## src/source/dcache_pkg.sv

```systemverilog
`default_nettype none

package dcache_pkg;

    // Cache geometry
    localparam int WORD_W    = 32;
    localparam int TAG_W     = 26;
    localparam int IDX_W     = 3;
    localparam int BLK_W     = 1;
    localparam int BYT_W     = 2;
    localparam int WAY_COUNT = 2;
    localparam int SET_COUNT = 8;
    localparam int BLK_WORDS = 2;
    localparam int WAY_W     = 1;

    // Widths with a meaning
    typedef logic [WORD_W-1:0] word_t;
    typedef logic [TAG_W-1:0]  tag_t;
    typedef logic [IDX_W-1:0]  idx_t;
    typedef logic [BLK_W-1:0]  blk_t;
    typedef logic [WAY_W-1:0]  way_t;

    // Address split, tag in bits 31:6
    typedef struct packed {
        tag_t             tag;
        idx_t             idx;
        blk_t             blk;
        logic [BYT_W-1:0] byt;
    } dcache_addr_t;

    // One cache frame, 92 bits
    typedef struct packed {
        logic                   valid;
        logic                   dirty;
        tag_t                   tag;
        word_t [BLK_WORDS-1:0]  data;
    } frame_t;

    // Datapath side
    typedef struct packed {
        logic  ren;
        logic  wen;
        word_t addr;
        word_t store;
    } dp_req_t;

    typedef struct packed {
        logic  hit;
        word_t load;
    } dp_rsp_t;

    // Memory side, single word per access
    typedef struct packed {
        logic  ren;
        logic  wen;
        word_t addr;
        word_t store;
    } mem_req_t;

    // Way write commands
    typedef enum logic [2:0] {
        WR_NONE,
        WR_STORE,
        WR_FILL,
        WR_TAG,
        WR_CLEAN
    } way_op_t;

    typedef struct packed {
        way_op_t op;
        way_t    way;
        idx_t    idx;
        blk_t    blk;
        word_t   data;
        tag_t    tag;
    } way_wr_t;

endpackage

`default_nettype wire

```

## src/source/dcache_way.sv

```systemverilog
`timescale 1ns/1ns
`default_nettype none

module dcache_way #(
    parameter dcache_pkg::way_t WAY_ID = '0
) (
    input  logic               CLK,
    input  logic               nRST,
    input  dcache_pkg::idx_t   lookup_idx,
    input  dcache_pkg::tag_t   lookup_tag,
    input  dcache_pkg::way_wr_t wr,
    output dcache_pkg::frame_t frame,
    output logic               hit
);

    import dcache_pkg::*;

    // Frame storage, one entry per set
    frame_t [SET_COUNT-1:0] sets;

    // Command addressed to this way
    logic wr_sel;

    assign wr_sel = (wr.way == WAY_ID);

    // Frame at the lookup index, read combinationally
    assign frame = sets[lookup_idx];

    // Valid frame with matching tag
    assign hit = frame.valid && (frame.tag == lookup_tag);

    always_ff @(posedge CLK, negedge nRST) begin
        if (!nRST) begin
            // All frames invalid and clean
            sets <= '0;
        end else if (wr_sel) begin
            case (wr.op)
                WR_STORE: begin
                    // Store hit, word written and frame marked dirty
                    sets[wr.idx].data[wr.blk] <= wr.data;
                    sets[wr.idx].dirty        <= 1'b1;
                end
                WR_FILL: begin
                    // Fill word from memory
                    sets[wr.idx].data[wr.blk] <= wr.data;
                end
                WR_TAG: begin
                    // Last fill word lands together with the tag
                    sets[wr.idx].data[wr.blk] <= wr.data;
                    sets[wr.idx].tag          <= wr.tag;
                    sets[wr.idx].valid        <= 1'b1;
                    sets[wr.idx].dirty        <= 1'b0;
                end
                WR_CLEAN: begin
                    // Frame written back during flush
                    sets[wr.idx].dirty <= 1'b0;
                end
                default: begin
                    // WR_NONE leaves the frame alone
                end
            endcase
        end
    end

endmodule

`default_nettype wire

```

## src/source/dcache_way_select.sv

```systemverilog
`timescale 1ns/1ns
`default_nettype none

module dcache_way_select (
    input  logic                                 CLK,
    input  logic                                 nRST,
    input  dcache_pkg::frame_t                   frames [dcache_pkg::WAY_COUNT],
    input  logic [dcache_pkg::WAY_COUNT-1:0]     hits,
    input  dcache_pkg::blk_t                     blk,
    input  logic                                 fill_done,
    output logic                                 hit,
    output dcache_pkg::way_t                     hit_way,
    output dcache_pkg::word_t                    load,
    output dcache_pkg::way_t                     lru
);

    import dcache_pkg::*;

    // Hit merge
    // Scan from the top way down so way 0 wins
    always_comb begin
        hit     = 1'b0;
        hit_way = '0;
        for (int w = WAY_COUNT - 1; w >= 0; w--) begin
            if (hits[w]) begin
                hit     = 1'b1;
                hit_way = way_t'(w);
            end
        end
    end

    // Word at the block offset of the hitting frame
    // Zero when nothing hits
    always_comb begin
        if (hit) begin
            load = frames[hit_way].data[blk];
        end else begin
            load = '0;
        end
    end

    // Replacement bit
    // Advances once per completed fill, wraps over the ways
    always_ff @(posedge CLK, negedge nRST) begin
        if (!nRST) begin
            lru <= '0;
        end else if (fill_done) begin
            lru <= lru + 1'b1;
        end
    end

endmodule

`default_nettype wire

```

## src/source/dcache_ctrl.sv

```systemverilog
`timescale 1ns/1ns
`default_nettype none

module dcache_ctrl (
    input  logic                   CLK,
    input  logic                   nRST,
    input  dcache_pkg::dp_req_t    dp_req,
    input  logic                   halt,
    input  logic                   hit,
    input  dcache_pkg::way_t       hit_way,
    input  dcache_pkg::way_t       lru,
    input  dcache_pkg::frame_t     frames [dcache_pkg::WAY_COUNT],
    input  logic                   mem_wait,
    input  dcache_pkg::word_t      mem_load,
    output dcache_pkg::idx_t       lookup_idx,
    output dcache_pkg::way_wr_t    wr,
    output logic                   fill_done,
    output dcache_pkg::mem_req_t   mem_req,
    output logic                   dhit,
    output logic                   flushed
);

    import dcache_pkg::*;

    typedef enum logic [3:0] {
        COMPARE,
        WRITE_BACK0,
        WRITE_BACK1,
        FILL0,
        FILL1,
        FLUSH_SCAN,
        FLUSH_WRITE0,
        FLUSH_WRITE1,
        FLUSHED
    } state_t;

    state_t state, state_n;

    // Flush walk position
    way_t flush_way, flush_way_n;
    idx_t flush_idx, flush_idx_n;

    // Flush moves on to the next frame this cycle
    logic flush_step;

    // Request address fields
    dcache_addr_t req;

    // Frames the miss and flush paths work on
    frame_t victim;
    frame_t flush_frame;

    // Word address from tag, index and word number
    function automatic word_t blk_addr(tag_t tag, idx_t idx, blk_t blk);
        dcache_addr_t a;
        a.tag = tag;
        a.idx = idx;
        a.blk = blk;
        a.byt = '0;
        return a;
    endfunction

    assign req         = dp_req.addr;
    assign victim      = frames[lru];
    assign flush_frame = frames[flush_way];

    // Flush walks its own counter, everything else looks up the request
    assign lookup_idx = (state == FLUSH_SCAN || state == FLUSH_WRITE0 ||
                         state == FLUSH_WRITE1) ? flush_idx : req.idx;

    always_ff @(posedge CLK, negedge nRST) begin
        if (!nRST) begin
            state     <= COMPARE;
            flush_way <= '0;
            flush_idx <= '0;
        end else begin
            state     <= state_n;
            flush_way <= flush_way_n;
            flush_idx <= flush_idx_n;
        end
    end

    always_comb begin
        state_n     = state;
        flush_way_n = flush_way;
        flush_idx_n = flush_idx;
        flush_step  = 1'b0;
        dhit        = 1'b0;
        flushed     = 1'b0;
        fill_done   = 1'b0;
        mem_req     = '0;
        // No way write unless a state asks for one
        wr.op       = WR_NONE;
        wr.way      = lru;
        wr.idx      = req.idx;
        wr.blk      = req.blk;
        wr.data     = dp_req.store;
        wr.tag      = req.tag;

        case (state)
            COMPARE: begin
                if (halt) begin
                    // Halt wins over a pending request
                    state_n     = FLUSH_SCAN;
                    flush_way_n = '0;
                    flush_idx_n = '0;
                end else if (dp_req.ren || dp_req.wen) begin
                    if (hit) begin
                        // Hit answered in the request cycle
                        dhit = 1'b1;
                        if (dp_req.wen) begin
                            wr.op  = WR_STORE;
                            wr.way = hit_way;
                        end
                    end else if (victim.dirty) begin
                        state_n = WRITE_BACK0;
                    end else begin
                        state_n = FILL0;
                    end
                end
            end

            WRITE_BACK0: begin
                // Victim word 0 to its own address
                mem_req.wen   = 1'b1;
                mem_req.addr  = blk_addr(victim.tag, req.idx, 1'b0);
                mem_req.store = victim.data[0];
                if (!mem_wait) begin
                    state_n = WRITE_BACK1;
                end
            end

            WRITE_BACK1: begin
                mem_req.wen   = 1'b1;
                mem_req.addr  = blk_addr(victim.tag, req.idx, 1'b1);
                mem_req.store = victim.data[1];
                if (!mem_wait) begin
                    state_n = FILL0;
                end
            end

            FILL0: begin
                // Requested block word 0 into the victim way
                mem_req.ren  = 1'b1;
                mem_req.addr = blk_addr(req.tag, req.idx, 1'b0);
                if (!mem_wait) begin
                    wr.op   = WR_FILL;
                    wr.blk  = 1'b0;
                    wr.data = mem_load;
                    state_n = FILL1;
                end
            end

            FILL1: begin
                mem_req.ren  = 1'b1;
                mem_req.addr = blk_addr(req.tag, req.idx, 1'b1);
                if (!mem_wait) begin
                    // Word 1 with the tag makes the frame valid
                    wr.op     = WR_TAG;
                    wr.blk    = 1'b1;
                    wr.data   = mem_load;
                    fill_done = 1'b1;
                    state_n   = COMPARE;
                end
            end

            FLUSH_SCAN: begin
                // Clean frames cost one cycle each
                if (flush_frame.dirty) begin
                    state_n = FLUSH_WRITE0;
                end else begin
                    flush_step = 1'b1;
                end
            end

            FLUSH_WRITE0: begin
                mem_req.wen   = 1'b1;
                mem_req.addr  = blk_addr(flush_frame.tag, flush_idx, 1'b0);
                mem_req.store = flush_frame.data[0];
                if (!mem_wait) begin
                    state_n = FLUSH_WRITE1;
                end
            end

            FLUSH_WRITE1: begin
                mem_req.wen   = 1'b1;
                mem_req.addr  = blk_addr(flush_frame.tag, flush_idx, 1'b1);
                mem_req.store = flush_frame.data[1];
                if (!mem_wait) begin
                    // Frame now matches memory
                    wr.op      = WR_CLEAN;
                    wr.way     = flush_way;
                    wr.idx     = flush_idx;
                    flush_step = 1'b1;
                    state_n    = FLUSH_SCAN;
                end
            end

            FLUSHED: begin
                // Held until reset
                flushed = 1'b1;
            end

            default: begin
                state_n = COMPARE;
            end
        endcase

        // Next frame of the walk, all sets of one way before the next way
        if (flush_step) begin
            if (flush_idx == idx_t'(SET_COUNT - 1)) begin
                flush_idx_n = '0;
                if (flush_way == way_t'(WAY_COUNT - 1)) begin
                    state_n = FLUSHED;
                end else begin
                    flush_way_n = flush_way + 1'b1;
                end
            end else begin
                flush_idx_n = flush_idx + 1'b1;
            end
        end
    end

endmodule

`default_nettype wire

```

## src/source/dcache.sv

```systemverilog
`timescale 1ns/1ns
`default_nettype none

module dcache (
    input  logic                  CLK,
    input  logic                  nRST,
    input  dcache_pkg::dp_req_t   dp_req,
    output dcache_pkg::dp_rsp_t   dp_rsp,
    input  logic                  halt,
    output logic                  flushed,
    output dcache_pkg::mem_req_t  mem_req,
    input  logic                  mem_wait,
    input  dcache_pkg::word_t     mem_load
);

    import dcache_pkg::*;

    // Request address split for the ways and the selector
    dcache_addr_t req_addr;

    // Way fan-out and fan-in
    idx_t                 lookup_idx;
    way_wr_t              wr;
    frame_t               way_frames [WAY_COUNT];
    logic [WAY_COUNT-1:0] way_hits;

    // Selector results
    logic  sel_hit;
    way_t  sel_hit_way;
    way_t  sel_lru;
    word_t sel_load;
    logic  fill_done;
    logic  dhit;

    assign req_addr = dp_req.addr;

    // Load is zero unless the cache answers
    assign dp_rsp.hit  = dhit;
    assign dp_rsp.load = dhit ? sel_load : '0;

    // Identical ways, each picks its own commands by WAY_ID
    for (genvar g = 0; g < WAY_COUNT; g++) begin : g_way
        dcache_way #(
            .WAY_ID (way_t'(g))
        ) u_way (
            .CLK        (CLK),
            .nRST       (nRST),
            .lookup_idx (lookup_idx),
            .lookup_tag (req_addr.tag),
            .wr         (wr),
            .frame      (way_frames[g]),
            .hit        (way_hits[g])
        );
    end

    dcache_way_select u_sel (
        .CLK       (CLK),
        .nRST      (nRST),
        .frames    (way_frames),
        .hits      (way_hits),
        .blk       (req_addr.blk),
        .fill_done (fill_done),
        .hit       (sel_hit),
        .hit_way   (sel_hit_way),
        .load      (sel_load),
        .lru       (sel_lru)
    );

    dcache_ctrl u_ctrl (
        .CLK        (CLK),
        .nRST       (nRST),
        .dp_req     (dp_req),
        .halt       (halt),
        .hit        (sel_hit),
        .hit_way    (sel_hit_way),
        .lru        (sel_lru),
        .frames     (way_frames),
        .mem_wait   (mem_wait),
        .mem_load   (mem_load),
        .lookup_idx (lookup_idx),
        .wr         (wr),
        .fill_done  (fill_done),
        .mem_req    (mem_req),
        .dhit       (dhit),
        .flushed    (flushed)
    );

endmodule

`default_nettype wire

```

## config.mk

```make
export PLATFORM = sky130hd
export DESIGN_NAME = dcache
export DESIGN_NICKNAME = d
export VERILOG_FILES = /design/src/source/dcache_pkg.sv /design/src/source/dcache_way.sv /design/src/source/dcache_way_select.sv /design/src/source/dcache_ctrl.sv /design/src/source/dcache.sv
export SDC_FILE = /design/constraint.sdc
export NUM_CORES = 2
export LEC_CHECK = 0
export BUFFER_PORTS_ARGS = -buffer_cell sky130_fd_sc_hd__buf_2
export CAP_MARGIN = 10
export CORE_MARGIN = 2
export CORE_UTILIZATION = 57
export CTS_CLUSTER_DIAMETER = 80
export DETAILED_ROUTE_END_ITERATION = 7
export HOLD_SLACK_MARGIN = 0.03
export PLACE_DENSITY_LB_ADDON = 0.1
export SLEW_MARGIN = 20
export SYNTH_ARGS = -nofsm -noshare
export SYNTH_HDL_FRONTEND = slang
export SYNTH_SLANG_ARGS = --single-unit
```

## constraint.sdc

```tcl
create_clock -name CLK -period 5.43 [get_ports CLK]
set_input_delay 1.086 -clock CLK [delete_from_list [all_inputs] [get_ports CLK]]
set_output_delay 1.086 -clock CLK [all_outputs]
set_load 0.1 [all_outputs]
```

==> run metrics <==
share of layout cells above drive strength 1 0.431; xor/xnor share of the synthesized area 0.00620; reg2reg start u_ctrl.state[2]; design area 93300 um^2; status complete, but fails checks; Final WS setup -1020 ps; capture point of the critical path dp_rsp[18]; simple-gate portion of the synthesized area 0.0483; most frequent cell after synthesis dfrtp_1; met3 WL 23900 um; minimum clock period ~6400 ps; Mapped Cells 5726; required time of the worst setup path ~4300 ps; # clock sinks 1481; Post-synth EDFFs 0; clk slew on worst S/H paths 60 ps; post-synthesis compound-gate area fraction 0.118; syn_area_per_cell between 10 and 15 um^2; DR DRC count 0; register area share after synthesis 0.495; Fillers 8708; worst setup path category reg2out; Core Region 130000 um^2; die height about 370 um; GP Congestion 0.973; final setup fails 65; post-synth top area cell dfrtp_1; wire length on met1 ~96000 um; IO Port Bufs 197; Pre-Repair DR Iteration Count 8; Vias 56200; Syn. warnings 0; Starting Density 0.576; Comb pwr share 0.540; Area after DPL approximately 84000 um^2; Net Sw Frac 0.405; largest net degree at the start of global routing ~130; Post-Route WL 259000 um; Tcrit/Tclk final 1.19; Synth top area share 0.495; die width about 370 um; row cnt between 100 and 150; wire length of the first global-routing pass 382000 um; NetSw 24100 uW; top sig layer met5; Post-synth top flop dfrtp_1; Mapped Area 74800 um^2; Fmax 155 MHz; largest family of logic cells by synthesized area multiplexers; Worst Reg-to-Reg Cells 27; worst vdd rail ir drop slightly above 0.7 mV; PD cells 639 nW/um^2; CTS tree built; htree depth 4; initial antenna violation count 4; Adder-Cell Fraction of Synth Area 0.000334; worst r2r dst g_way[1].u_way.sets[61]; CTS Hold Buffers Added 0; register bit total from synthesis between 1000 and 1500; Post-synth top cells dfrtp_1, mux2_2, mux2i_1; failing checks negative setup slack; Critical path origin u_ctrl.state[2]; mux contribution to synthesized area 0.293; Hold Crit Class in2async; Lkg Pwr 0.0427 uW; dpl ws -891 ps; RSZ-0062 raised after global routing true; Longest Clk Path Bufs 3; Critical Path AT 5360 ps; internal power 35500 uW; Relative slew margins 0.163; DRT iter0 DRCs 6103; CP Launch Type flop; hold_ws roughly 260 ps; routed len/inst 31.4 um; hpwl dp 161000 um; fin. max-slew vios 0; TritonCTS buffer count ~160; Yosys cell types 94; clk_lat worst skew about 800 ps; reg2reg setup slack 50 ps; Nets 6462; share of power burned in the clock network 0.187; CP endpoint kind output pin; GRT Total Usage 0.382; Routed Antenna Nets 0; worst-path maximum fanout 8; Max-cap violations 0; grt ovf 0; Vias/cell 6.83; endpoints failing hold 0; FFs w/ async S/R, synth 1.00; Fin Clk Skew 38.3 ps; Flop pwr share 0.273; I/O Pins between 200 and 250; vias in the first global route between 50000 and 60000; Area growth, synth to finish 24.6%; die area roughly 130000 um^2; Worst-Margin Slew 1260 ps; CTS root buf clkbuf_16; met2 wire length about 120000 um; top post-synthesis cells by area dfrtp_1, mux2_2, mux4_2, mux2i_1, mux2_1
cell families (layout without fill, tap and decap cells):
kind of cell,Yosys count,in the layout
AO/OA/AOI/OAI,1202,1202
XOR/XNOR,53,53
adder cells (fa/ha/maj),2,2
buffers and inverters,633,1391
flip-flops,1481,1481
multiplexers,1677,1677
other,1,6
AND/OR/NAND/NOR,677,679
critical path, cell delays in order, from the launching register on:
cell and delay, ps:
dfrtp_1 420, buf_6 130, nand2b_4 80, buf_6 130, o21ai_4 300, buf_8 200, nand2_8 110, buf_6 140
mux2i_2 160, a221oi_4 360, xnor2_2 190, nand4_1 140, or4_4 550, a211oi_4 210, buf_12 180, buf_16 160
buf_12 140, mux4_2 560, nor2_4 150, buf_12 180
cells in the final DEF (no fill, tap or decap), drive strengths merged, types with 13 or more instances in the layout:
cell     count
nand2b      28
mux4       298
nor2b       15
xor2        36
nand4       31
clkbuf     245
or2         17
o211ai      49
o21ai      210
inv         44
a221o       42
a22oi       42
nand2      252
nand3       81
a221oi      15
a22o       155
mux2      1038
and3        49
o2bb2ai     69
mux2i      341
a21oi      270
dfrtp     1481
buf       1046
a211oi      51
a32o       204
nor3        35
clkinv      38
nor4        13
nor2       101
o22ai       17
xnor2       17
per-layer routing:
layer,vias to the layer above,track usage
met5,-,0
met4,2,0.240
met3,886,0.0857
met2,3025,0.596
met1,29200,0.486
li1,23100,-
power by group through the flow:
stage               clock network, uW  logic, uW  registers [uW]
global placement                    0      27000           16200
finish                          11200      32200           16300
floorplan                           0      17000           15700
detailed placement                  0      27400           16400
global route                    11700      33400           16700
CTS                             11300      30900           16200
worst min-delay path by stage:
stage                                  to  startpoint  cells past startpoint  slack, ps
3_3_place_gp                         flop        flop                      1        440
2_1_floorplan                        flop        flop                      1        430
3_5_place_dp                         flop        flop                      1        450
6_report       asynchronous set/reset pin        nRST                      1        260
5_1_grt        asynchronous set/reset pin        nRST                      1        320
4_1_cts        asynchronous set/reset pin        nRST                      1        320
metrics by stage:
stage | std cells | power (uW) | util | TNS (ps)
2_1_floorplan | 5727 | 32700 | - | -8340
3_3_place_gp | 7774 | 43200 | 0.645 | -129650
3_5_place_dp | 7775 | 43800 | 0.645 | -168620
4_1_cts | 8193 | 58400 | 0.711 | -264900
5_1_grt | 8230 | 61800 | 0.718 | -51890
6_report | 8233 | 59600 | 0.718 | -45610
what timing repair did:
item,in CTS,in global routing
setup endpoints to repair,65,577
pin swaps,89,52
cloned,23,11
hold endpoints to repair,0,0
buffers inserted,106,34
resized for setup,367,133
layout make-up:
| cell class | count | area, um^2 | area share |
|---|---|---|---|
| diodes | 4 | 10.0 | 0.000107 |
| flip-flops and latches | 1481 | 37100 | 0.398 |
| repair buffers | 1063 | 11800 | 0.127 |
| clock buffers | 234 | 4730 | 0.0508 |
| well taps | 1742 | 2180 | 0.0234 |
| clock inverters | 55 | 636 | 0.00682 |
| inverters | 39 | 154 | 0.00165 |
| multi-input cells | 3615 | 36700 | 0.393 |
(Power assumes the default switching activity.)
